--- src/include/mem_cfg.svh ---
`ifndef MEM_CFG_SVH
`define MEM_CFG_SVH

// address and register data width
`define MEM_XLEN 32

// AXI data bus, two 32-bit lanes
`define MEM_BUS_W 64
`define MEM_STRB_W 8

// bytes in one 32-bit lane
`define MEM_LANE_BYTES 4

`endif

--- src/rtl/mem_pkg.sv ---
`default_nettype none

`include "mem_cfg.svh"

package mem_pkg;

	// load/store operation code
	typedef enum logic [3:0] {
		op_none = 4'd0,
		op_lw   = 4'd1,
		op_lh   = 4'd2,
		op_lhu  = 4'd3,
		op_lb   = 4'd4,
		op_lbu  = 4'd5,
		op_sw   = 4'd6,
		op_sh   = 4'd7,
		op_sb   = 4'd8
	} mem_op_e;

	// byte address, either raw or split into bus fields
	typedef union packed {
		logic [`MEM_XLEN-1:0] raw;
		struct packed {
			logic [`MEM_XLEN-4:0] word;
			logic                 lane;
			logic [1:0]           offset;
		} f;
	} addr_u;

endpackage

`default_nettype wire

--- src/rtl/mem_issue.sv ---
`default_nettype none

`include "mem_cfg.svh"

module mem_issue (
	input  wire logic                 clock,
	input  wire logic                 reset,
	input  wire logic                 in_valid,
	input  wire mem_pkg::mem_op_e     in_op,
	input  wire logic [`MEM_XLEN-1:0] in_addr,
	input  wire logic [`MEM_XLEN-1:0] in_wdata,
	output logic                      in_ready,
	output mem_pkg::mem_op_e          op,
	output logic [`MEM_XLEN-1:0]      addr,
	output logic [`MEM_XLEN-1:0]      wdata,
	output logic                      second,
	output logic                      read_start,
	output logic                      write_start,
	input  wire logic                 need_second,
	input  wire logic                 read_beat_done,
	input  wire logic                 write_beat_done,
	output logic                      done
);

	logic busy;
	logic launch;
	logic accept;
	logic beat_done;
	logic is_load;
	logic is_store;
	logic more_beats;

	assign accept = in_valid && in_ready;
	assign beat_done = read_beat_done || write_beat_done;
	assign more_beats = beat_done && need_second && !second;

	// final beat finished, stage can take the next request
	assign done = beat_done && (!need_second || second);
	assign in_ready = !busy || done;

	assign is_load = op inside {mem_pkg::op_lw, mem_pkg::op_lh, mem_pkg::op_lhu,
		mem_pkg::op_lb, mem_pkg::op_lbu};
	assign is_store = op inside {mem_pkg::op_sw, mem_pkg::op_sh, mem_pkg::op_sb};

	assign read_start = launch && is_load;
	assign write_start = launch && is_store;

	always_ff @(posedge clock) begin
		if (reset) begin
			busy <= 1'b0;
			launch <= 1'b0;
			second <= 1'b0;
		end else begin
			if (in_ready)
				busy <= in_valid;
			// one start pulse per beat
			launch <= accept || more_beats;
			if (accept)
				second <= 1'b0;
			else if (more_beats)
				second <= 1'b1;
		end
	end

	always_ff @(posedge clock) begin
		if (accept) begin
			op <= in_op;
			addr <= in_addr;
			wdata <= in_wdata;
		end
	end

endmodule

`default_nettype wire

--- src/rtl/access_split.sv ---
`default_nettype none

`include "mem_cfg.svh"

module access_split (
	input  wire mem_pkg::mem_op_e           op,
	input  wire logic [`MEM_XLEN-1:0]       addr,
	input  wire logic [`MEM_XLEN-1:0]       wdata,
	input  wire logic                       second,
	output logic                            need_second,
	output logic [`MEM_XLEN-1:0]            beat_addr,
	output logic [`MEM_STRB_W-1:0]          beat_strb,
	output logic [`MEM_BUS_W-1:0]           beat_wdata,
	output logic [`MEM_LANE_BYTES-1:0]      first_strb,
	output logic [`MEM_LANE_BYTES-1:0]      second_strb
);

	mem_pkg::addr_u                  a;
	logic [`MEM_LANE_BYTES-1:0]      size_mask;
	logic [2*`MEM_LANE_BYTES-1:0]    span;
	logic [`MEM_XLEN-1:0]            base;
	logic [5:0]                      lo_shift;
	logic [5:0]                      hi_shift;
	logic [`MEM_XLEN-1:0]            lane_data;

	assign a.raw = addr;

	// bytes touched by the access, before shifting to the offset
	always_comb begin
		case (op)
			mem_pkg::op_lw, mem_pkg::op_sw:
				size_mask = 4'b1111;
			mem_pkg::op_lh, mem_pkg::op_lhu, mem_pkg::op_sh:
				size_mask = 4'b0011;
			mem_pkg::op_lb, mem_pkg::op_lbu, mem_pkg::op_sb:
				size_mask = 4'b0001;
			default:
				size_mask = 4'b0000;
		endcase
	end

	// upper half of span holds the bytes that spill into the next word
	assign span = {4'b0000, size_mask} << a.f.offset;
	assign first_strb = span[`MEM_LANE_BYTES-1:0];
	assign second_strb = span[2*`MEM_LANE_BYTES-1:`MEM_LANE_BYTES];
	assign need_second = |second_strb;

	assign base = {a.f.word, a.f.lane, 2'b00};
	assign beat_addr = second ? base + `MEM_XLEN'(`MEM_LANE_BYTES) : base;

	// byte offset in bits, and what is left for the second beat
	assign lo_shift = {1'b0, a.f.offset, 3'b000};
	assign hi_shift = 6'd32 - lo_shift;
	assign lane_data = second ? (wdata >> hi_shift) : (wdata << lo_shift);

	// slave picks its lane by address bit 2, so drive both halves
	assign beat_strb = {2{second ? second_strb : first_strb}};
	assign beat_wdata = {2{lane_data}};

endmodule

`default_nettype wire

--- src/rtl/axi_read_fsm.sv ---
`default_nettype none

`include "mem_cfg.svh"

module axi_read_fsm (
	input  wire logic                  clock,
	input  wire logic                  reset,
	input  wire logic                  start,
	input  wire logic [`MEM_XLEN-1:0]  beat_addr,
	input  wire logic                  need_second,
	input  wire logic                  second,
	output logic                       arvalid,
	output logic [`MEM_XLEN-1:0]       araddr,
	output logic                       rready,
	input  wire logic                  arready,
	input  wire logic                  rvalid,
	input  wire logic [`MEM_BUS_W-1:0] rdata,
	output logic [`MEM_XLEN-1:0]       first_rdata,
	output logic [`MEM_XLEN-1:0]       last_rdata,
	output logic                       beat_done
);

	localparam logic [1:0] st_idle = 2'd0;
	localparam logic [1:0] st_addr = 2'd1;
	localparam logic [1:0] st_data = 2'd2;
	localparam logic [1:0] st_done = 2'd3;

	logic [1:0] state;
	logic [1:0] state_next;

	always_comb begin
		state_next = state;
		case (state)
			st_idle: if (start) state_next = st_addr;
			st_addr: if (arready) state_next = st_data;
			st_data: if (rvalid) state_next = st_done;
			default: state_next = st_idle;
		endcase
	end

	always_ff @(posedge clock) begin
		if (reset)
			state <= st_idle;
		else
			state <= state_next;
	end

	assign arvalid = (state == st_addr);
	assign rready = (state == st_data);
	assign beat_done = (state == st_done);

	// address held constant for the whole beat
	always_ff @(posedge clock) begin
		if (state == st_idle && start)
			araddr <= beat_addr;
	end

	// slave returns the addressed lane in the low half
	always_ff @(posedge clock) begin
		if (rvalid && rready) begin
			last_rdata <= rdata[`MEM_XLEN-1:0];
			if (need_second && !second)
				first_rdata <= rdata[`MEM_XLEN-1:0];
		end
	end

endmodule

`default_nettype wire

--- src/rtl/axi_write_fsm.sv ---
`default_nettype none

`include "mem_cfg.svh"

module axi_write_fsm (
	input  wire logic                   clock,
	input  wire logic                   reset,
	input  wire logic                   start,
	input  wire logic [`MEM_XLEN-1:0]   beat_addr,
	input  wire logic [`MEM_STRB_W-1:0] beat_strb,
	input  wire logic [`MEM_BUS_W-1:0]  beat_wdata,
	output logic                        awvalid,
	output logic [`MEM_XLEN-1:0]        awaddr,
	output logic                        wvalid,
	output logic [`MEM_BUS_W-1:0]       wdata,
	output logic [`MEM_STRB_W-1:0]      wstrb,
	output logic                        wlast,
	output logic                        bready,
	input  wire logic                   awready,
	input  wire logic                   wready,
	input  wire logic                   bvalid,
	output logic                        beat_done
);

	localparam logic [1:0] st_idle = 2'd0;
	localparam logic [1:0] st_addr = 2'd1;
	localparam logic [1:0] st_data = 2'd2;
	localparam logic [1:0] st_resp = 2'd3;

	logic [1:0] state;
	logic [1:0] state_next;

	// address phase, then data, then response
	always_comb begin
		state_next = state;
		case (state)
			st_idle: if (start) state_next = st_addr;
			st_addr: if (awready) state_next = st_data;
			st_data: if (wready) state_next = st_resp;
			default: if (bvalid) state_next = st_idle;
		endcase
	end

	always_ff @(posedge clock) begin
		if (reset)
			state <= st_idle;
		else
			state <= state_next;
	end

	assign awvalid = (state == st_addr);
	assign wvalid = (state == st_data);
	// single-beat transfers, every data beat is the last
	assign wlast = wvalid;
	assign bready = (state == st_resp);
	assign beat_done = bready && bvalid;

	always_ff @(posedge clock) begin
		if (state == st_idle && start) begin
			awaddr <= beat_addr;
			wdata <= beat_wdata;
			wstrb <= beat_strb;
		end
	end

endmodule

`default_nettype wire

--- src/rtl/load_align.sv ---
`default_nettype none

`include "mem_cfg.svh"

module load_align (
	input  wire mem_pkg::mem_op_e           op,
	input  wire logic [`MEM_XLEN-1:0]       addr,
	input  wire logic                       need_second,
	input  wire logic [`MEM_XLEN-1:0]       first_rdata,
	input  wire logic [`MEM_XLEN-1:0]       last_rdata,
	input  wire logic [`MEM_LANE_BYTES-1:0] first_strb,
	input  wire logic [`MEM_LANE_BYTES-1:0] second_strb,
	output logic [`MEM_XLEN-1:0]            load_data
);

	mem_pkg::addr_u          a;
	logic [`MEM_XLEN-1:0]    first_word;
	logic [`MEM_XLEN-1:0]    gathered;
	logic [2*`MEM_XLEN-1:0]  doubled;
	logic [`MEM_XLEN-1:0]    rot;

	assign a.raw = addr;

	// unsplit load has only the final beat
	assign first_word = need_second ? first_rdata : last_rdata;

	always_comb begin
		gathered = '0;
		for (int i = 0; i < `MEM_LANE_BYTES; i++) begin
			if (first_strb[i])
				gathered[8*i +: 8] = first_word[8*i +: 8];
			else if (second_strb[i])
				gathered[8*i +: 8] = last_rdata[8*i +: 8];
		end
	end

	// rotate right by the offset so the first access byte lands in byte 0
	assign doubled = {gathered, gathered} >> {a.f.offset, 3'b000};
	assign rot = doubled[`MEM_XLEN-1:0];

	always_comb begin
		case (op)
			mem_pkg::op_lw:  load_data = rot;
			mem_pkg::op_lh:  load_data = {{16{rot[15]}}, rot[15:0]};
			mem_pkg::op_lhu: load_data = {16'h0000, rot[15:0]};
			mem_pkg::op_lb:  load_data = {{24{rot[7]}}, rot[7:0]};
			mem_pkg::op_lbu: load_data = {24'h000000, rot[7:0]};
			default:         load_data = '0;
		endcase
	end

endmodule

`default_nettype wire

--- src/rtl/mem_stage.sv ---
`default_nettype none

`include "mem_cfg.svh"

module mem_stage (
	input  wire logic                   clock,
	input  wire logic                   reset,
	input  wire logic                   in_valid,
	input  wire mem_pkg::mem_op_e       in_op,
	input  wire logic [`MEM_XLEN-1:0]   in_addr,
	input  wire logic [`MEM_XLEN-1:0]   in_wdata,
	output logic                        in_ready,
	output logic                        done,
	output logic [`MEM_XLEN-1:0]        load_data,
	output logic                        arvalid,
	output logic [`MEM_XLEN-1:0]        araddr,
	input  wire logic                   arready,
	input  wire logic                   rvalid,
	output logic                        rready,
	input  wire logic [`MEM_BUS_W-1:0]  rdata,
	output logic                        awvalid,
	output logic [`MEM_XLEN-1:0]        awaddr,
	input  wire logic                   awready,
	output logic                        wvalid,
	output logic [`MEM_BUS_W-1:0]       wdata,
	output logic [`MEM_STRB_W-1:0]      wstrb,
	output logic                        wlast,
	input  wire logic                   wready,
	input  wire logic                   bvalid,
	output logic                        bready
);

	mem_pkg::mem_op_e               req_op;
	logic [`MEM_XLEN-1:0]           req_addr;
	logic [`MEM_XLEN-1:0]           req_wdata;
	logic                           second;
	logic                           need_second;
	logic                           read_start;
	logic                           write_start;
	logic                           read_beat_done;
	logic                           write_beat_done;
	logic [`MEM_XLEN-1:0]           beat_addr;
	logic [`MEM_STRB_W-1:0]         beat_strb;
	logic [`MEM_BUS_W-1:0]          beat_wdata;
	logic [`MEM_LANE_BYTES-1:0]     first_strb;
	logic [`MEM_LANE_BYTES-1:0]     second_strb;
	logic [`MEM_XLEN-1:0]           first_rdata;
	logic [`MEM_XLEN-1:0]           last_rdata;

	mem_issue u_issue (
		.clock(clock), .reset(reset),
		.in_valid(in_valid), .in_op(in_op), .in_addr(in_addr), .in_wdata(in_wdata),
		.in_ready(in_ready), .op(req_op), .addr(req_addr), .wdata(req_wdata),
		.second(second), .read_start(read_start), .write_start(write_start),
		.need_second(need_second), .read_beat_done(read_beat_done),
		.write_beat_done(write_beat_done), .done(done)
	);

	access_split u_split (
		.op(req_op), .addr(req_addr), .wdata(req_wdata), .second(second),
		.need_second(need_second), .beat_addr(beat_addr), .beat_strb(beat_strb),
		.beat_wdata(beat_wdata), .first_strb(first_strb), .second_strb(second_strb)
	);

	axi_read_fsm u_read (
		.clock(clock), .reset(reset), .start(read_start), .beat_addr(beat_addr),
		.need_second(need_second), .second(second),
		.arvalid(arvalid), .araddr(araddr), .rready(rready),
		.arready(arready), .rvalid(rvalid), .rdata(rdata),
		.first_rdata(first_rdata), .last_rdata(last_rdata), .beat_done(read_beat_done)
	);

	axi_write_fsm u_write (
		.clock(clock), .reset(reset), .start(write_start),
		.beat_addr(beat_addr), .beat_strb(beat_strb), .beat_wdata(beat_wdata),
		.awvalid(awvalid), .awaddr(awaddr), .wvalid(wvalid), .wdata(wdata),
		.wstrb(wstrb), .wlast(wlast), .bready(bready),
		.awready(awready), .wready(wready), .bvalid(bvalid),
		.beat_done(write_beat_done)
	);

	load_align u_align (
		.op(req_op), .addr(req_addr), .need_second(need_second),
		.first_rdata(first_rdata), .last_rdata(last_rdata),
		.first_strb(first_strb), .second_strb(second_strb), .load_data(load_data)
	);

endmodule

`default_nettype wire

--- config.mk ---
export PLATFORM = sky130hd
export DESIGN_NAME = mem_stage
export DESIGN_NICKNAME = d
export VERILOG_FILES = /design/src/rtl/mem_pkg.sv /design/src/rtl/mem_issue.sv /design/src/rtl/access_split.sv /design/src/rtl/axi_read_fsm.sv /design/src/rtl/axi_write_fsm.sv /design/src/rtl/load_align.sv /design/src/rtl/mem_stage.sv
export VERILOG_INCLUDE_DIRS = /design/src /design/src/include
export SDC_FILE = /design/constraint.sdc
export NUM_CORES = 1
export LEC_CHECK = 0
export CELL_PAD_IN_SITES_DETAIL_PLACEMENT = 1
export CELL_PAD_IN_SITES_GLOBAL_PLACEMENT = 1
export CORE_MARGIN = 2
export CORE_UTILIZATION = 45
export DETAILED_ROUTE_END_ITERATION = 10
export DONT_BUFFER_PORTS = 1
export HOLD_SLACK_MARGIN = 0.12
export PLACE_DENSITY_LB_ADDON = 0.1
export SYNTH_ARGS = -nofsm -noshare
export SYNTH_HDL_FRONTEND = slang
export SYNTH_HIERARCHICAL = 1
export SYNTH_SLANG_ARGS = --single-unit
--- constraint.sdc ---
create_clock -name clock -period 4.7 [get_ports clock]
set_input_delay 0 -clock clock [delete_from_list [all_inputs] [get_ports clock]]
set_output_delay 0 -clock clock [all_outputs]
set_load 0.05 [all_outputs]
# After elaboration in Yosys (flattened, before gate mapping)
# Memories as Yosys holds them, arrays and structs flattened. A register that Yosys moved wholly into a read port is not among the register bits.
# Index checks and enable logic that the tools add are counted.
# word_totals
reg_bits	275
input_bits	140
n_memories	1
word_cells	92
output_inout_bits	176
mem_bits_ro	64
# classes
n_mux	23
shifts	4
n_reduce_logical	28
n_eq_ne	20
add_sub_neg	2
# memory_table
name	depth	width	read_ports	rd_ports_with_merged_regs	wr	line	text
(no name shown)	16	4	1	1	0	access_split.sv:30	case (op)
# ops
operator	count
$pmux 32 s5	1
$mux 32	3
$mux 8	8
$shr 64x5->32	1
$add 32x3->32 const B	1
$shl 32x5->32	1
$shr 32x6->32	1
$eq 4x3->1 const B	4
$mux 2	7
$pmux 2 s3	2
$logic_and 1x1->1	11
$ne 2x1->1 const B	5
$eq 2x2->1 const B	4
$eq 4x2->1 const B	2
$mux 4	2
$shl 4x2->8	1
$sub 6x5->6 const A	1
$reduce_bool 5->1	1
$eq 2x1->1 const B	2
$eq 4x1->1 const B	1
$eq 4x4->1 const B	1
$logic_not 2->1	2
$logic_or 1x1->1	4
$reduce_and 4->1	1
other kinds (8)	10

# Longest topological paths before layout
# logic_depth
depth_word	8
mapped_depth	14
ltp_nobuf	9

# Modules after synthesis
# The synthesis kept the hierarchy.
# modules_own_cells
module	seq_area_each_um2	cells_each	area_each_um2	n_inst
axi_write_fsm	3163.0	127	3344.5	1
axi_read_fsm	2922.8	121	3109.2	1
mem_issue	2102.0	92	2230.9	1
access_split	0.0	299	2090.8	1
load_align	0.0	210	1804.2	1

# Worst setup path after synthesis
# No wires, ideal clock.
# synth_path
path_type	flip-flop to flip-flop
start	register u_issue.addr[1]
end	register u_issue.addr[0], enable pin
n_path_buf	2
t_arrival_ns	3.638
path_stages_with_launch	10
required_time_ns	4.267
setup_slack_ns	0.629
setup_time_ns	0.433
period_less_slack_ns	4.071
path_cell_list	edfxtp_1 -> buf_2 -> buf_4 -> nor2_1 -> a21oi_1 -> a21oi_1 -> nor2_1 -> nor2b_2 -> o21ai_2 -> and2_1
# synth_via
elab_chain_cells	7
# synth_lines
element	line	text
from (decl)	mem_issue.sv:14	output logic [`MEM_XLEN-1:0] addr,
from (signal assigned)	mem_issue.sv:68	addr <= in_addr;
$shl 4x2->8	access_split.sv:43	assign span = {4'b0000, size_mask} << a.f.offset;
$reduce_or 4->1	access_split.sv:46	assign need_second = |second_strb;
via need_second	mem_stage.sv:37	logic need_second;
$logic_not 1->1	mem_issue.sv:38	assign done = beat_done && (!need_second || second);
$logic_or 1x1->1	mem_issue.sv:38	
$logic_and 1x1->1	mem_issue.sv:38	
$logic_or 1x1->1	mem_issue.sv:39	assign in_ready = !busy || done;
via in_ready	mem_stage.sv:12	output logic in_ready,
$logic_and 1x1->1	mem_issue.sv:33	assign accept = in_valid && in_ready;
via u_issue.accept	mem_issue.sv:27	logic accept;
# The timed path passes the listed nets, and every way through them passes these cells.
# A chain may end at the register's enable or synchronous reset.

# Final worst setup path
# layout_path
start	register u_issue.op[0]
end	output load_data[31]
# layout_via
elab_chain_cells	2
word_cells_on_any_way	6
# layout_lines
element	line	text
from (decl)	mem_issue.sv:13	output mem_pkg::mem_op_e op,
from (signal assigned)	mem_issue.sv:67	op <= in_op;
$eq 4x3->1 (tied with other cells)	load_align.sv:42	case (op)
$pmux 32 s5 *	load_align.sv:42	
to (decl)	mem_stage.sv:14	output logic [`MEM_XLEN-1:0] load_data,
# Mark *: on every way between the ends. The rest lies on a longest branch, timed or not.

==> flow_summary.toml <==
[yosys]
synth.distinct_cells = 74
synth_top_area_share_pct = 64.0
synth_compound_area_share_pct = 9.36
synth_edf_count = 268
muxShareOfSynthArea_pct = 8.58
synth_top_flop_cell = "edfxtp_1"
synthCells = 849
yosys.area.top_type = "edfxtp_1"
synth-adder-area-share_pct = 1.29
synth_area_per_cell_sq_um = 14.8
synth-simple-area-share_pct = 8.85
synth_seq_area_share_pct = 65.1
synth_area_leaders = "edfxtp_1, mux2i_1, a22oi_1, mux2_2, buf_4"
synth-async-reset-ratio_pct = 0
synth_area_sq_um = 12600
synth_top_family_by_area = "compound AO/OA/AOI/OAI gates"
ys_ff_latch = 275
synth_xor_xnor_area_share_pct = 2.02
ys_warn_count = 6

[place]
place_inst = 1197
postPlaceCellArea_sq_um = 12900
place.gp.congestion = 0.807
place_ws_ns = 0.741
port_buffers = 0
dp_hpwl_um = 21600

[clock_tree]
cts_tree = "done"
cts.htree.levels = 1
clk_pin_slew_ns = 0.06
clockRootBuffer = "clkbuf_16"
cts_sinks = 275
cts-buffers-inserted = 29
clk_latency_ns = 0.55
clockBufferDepth = 3

[routing]
ant_nets = 0
drc = 0
firstDrtPassIters = 5
drt-total-wl_um = 35000
route.vias.total = 8242
viasPerCell = 5.68
wire_per_inst_um = 24.1
first_iter_violations = 555

[setup_path]
critical_path_class = "flip-flop to primary output"
cp.arrival_ns = 4.43
crit_path_end_kind = "primary output"
worstPathRequired_ns = 4.70
path_max_fanout = 16
setup.worst_path.start_class = "flip-flop"

[sta]
rsz0062_at_grt = "no"
worst_pin_slew_ns = 1.13
hold_violations = 0
worst_clock_skew_ns = 0.0126
layout_min_cycle_time_ns = 4.43
setup_violations = 0
relSlewSlack_pct = 24.5
drv_slew = 0
max_freq_mhz = 226
whs_ns = 0.122
finalWorstSetupSlack_ns = 0.266
fin_tns_setup_ns = 0
finalCritPeriodShare_pct = 94.3

[finish]
final_area_sq_um = 15900
drive_gt1_share_pct = 16.3
fin_util_pct = 57.4
n_antenna_cell = 0
nNetsFinal = 1207
fin_cells = 1452
syn2layout_area_growth_pct = 26.2

[run_status]
status = "finished clean"

[grt]
antenna_found_initial = 0
grt-ovfl-total = 0
grt_util_all_layers_pct = 23.5
grt_pass1_vias = 8786
grt_max_degree = 69
grt_first_pass_wirelength_um = 52200

[floorplanning]
num_rows = 61
core-area_sq_um = 27600
ios = 316
die_w_um = 171
die_area_sq_um = 29300
initial_core_util_pct = 45.5
die_h_um = 171

[power_and_ir_drop]
power.density_nw_per_um2 = 383
total_power_mw = 6.07
p_leak_nw = 5.66
ir_drop_mv = 0.273

[job]
maxCapViolations = 0

[hold_path]
hp-class = "input pin to flip-flop"
[metal layers]
metal | global-route usage (%) | vias up | share of wire [%]
met2 | 43.1 | 322 | 53
met5 | 0 | - | 0
met3 | 3.93 | 60 | 5.1
li1 | - | 3687 | -
met1 | 28.2 | 4173 | 39
met4 | 7.33 | 0 | 2.9
[flip-flops by register name, summed over array words and instances, names as in the netlist]
name / cells
u_issue/launch: 1
u_issue/second: 1
u_write/awaddr: 32
u_read/last_rdata: 32
u_issue/busy: 1
u_issue/wdata: 32
u_write/state: 2
u_write/wstrb: 8
u_read/first_rdata: 32
u_write/wdata: 64
u_read/state: 2
u_issue/op: 4
u_issue/addr: 32
u_read/araddr: 32
[layout make-up]
type	instances	area, sq um
fillers	2619	11800
flip-flops and latches	275	8190
multi-input cells	483	3820
repair buffers	252	2400
clock buffers	34	744
well taps	378	473
clock inverters	17	195
inverters	13	50.0
[power by group]
group          internal (mW)  switching (mW)  leakage [nW]  total (mW)
clock                   1.35           0.940         0.461        2.29
sequential              2.82           0.175          2.52        2.99
combinational          0.341           0.451          2.69       0.792
total                   4.51            1.57          5.66        6.07
[worst paths after layout]
path	from	to	slack, ns	depth (start not counted)
setup / recovery	u_issue/op[0]	load_data[31]	0.27	10
hold / removal	in_valid	u_issue/op[1]	0.12	1
setup reg to reg	u_issue/addr[1]	u_issue/wdata[10]	0.70	6
hold reg to reg	u_write/state[1]	u_write/state[1]	0.54	2
[worst max-delay path: stages (launching register included)]
cell      delay [ns]
edfxtp_1        0.61
or3b_4          0.47
a21oi_1         0.19
a21oi_1         0.16
nor2_1          0.13
nor2b_1         0.73
o21ai_0         0.28
a32oi_1         0.47
a22oi_4         0.32
o211ai_1        0.25
buf_4           0.26
[synth_stat cells, drive strengths merged (7+ instances only)]
master	instances
and2	10
a21oi	15
o21ai	11
ha	13
a22oi	65
nor2b	14
a221o	16
nor3	7
dfxtp	7
xnor2	23
mux2	38
nand2	34
edfxtp	268
buf	69
clkbuf	12
nand4	14
mux4	7
inv	12
nor2	57
mux2i	49
o2bb2ai	10
nand3	26
[repair_timing]
| action | CTS | global route |
|---|---|---|
| resized for setup | 0 | 1 |
| endpoints found under the hold margin | 171 | 0 |
| setup buffers | 0 | 0 |
| setup endpoints to repair | 0 | 16 |
| hold buffers | 203 | 0 |
[cell usage in the layout, fill, tap and decap left out, types with 13 or more instances in the layout]
cell type,instances
a21oi_1,14
xnor2_1,23
buf_4,49
nor2_1,54
nand4_1,13
dlygate4sd3_1,203
nand3_1,16
edfxtp_1,268
a221o_1,16
nand2_1,34
mux2_2,35
mux2i_1,49
a22oi_1,63
ha_1,13
clkbuf_16,29
[cell families (layout without fill, tap and decap cells)]
| kind of cell | after synthesis | in the layout |
|---|---|---|
| AOI/OAI and AO/OA | 152 | 152 |
| xor gates and xnor gates | 29 | 29 |
| adders and majority gates | 13 | 13 |
| buffers and inverters | 94 | 316 |
| DFF | 275 | 275 |
| muxes | 94 | 94 |
| other | 1 | 3 |
| and+or+nand+nor | 191 | 192 |
Note: power is estimated with default switching activity, not from simulation.
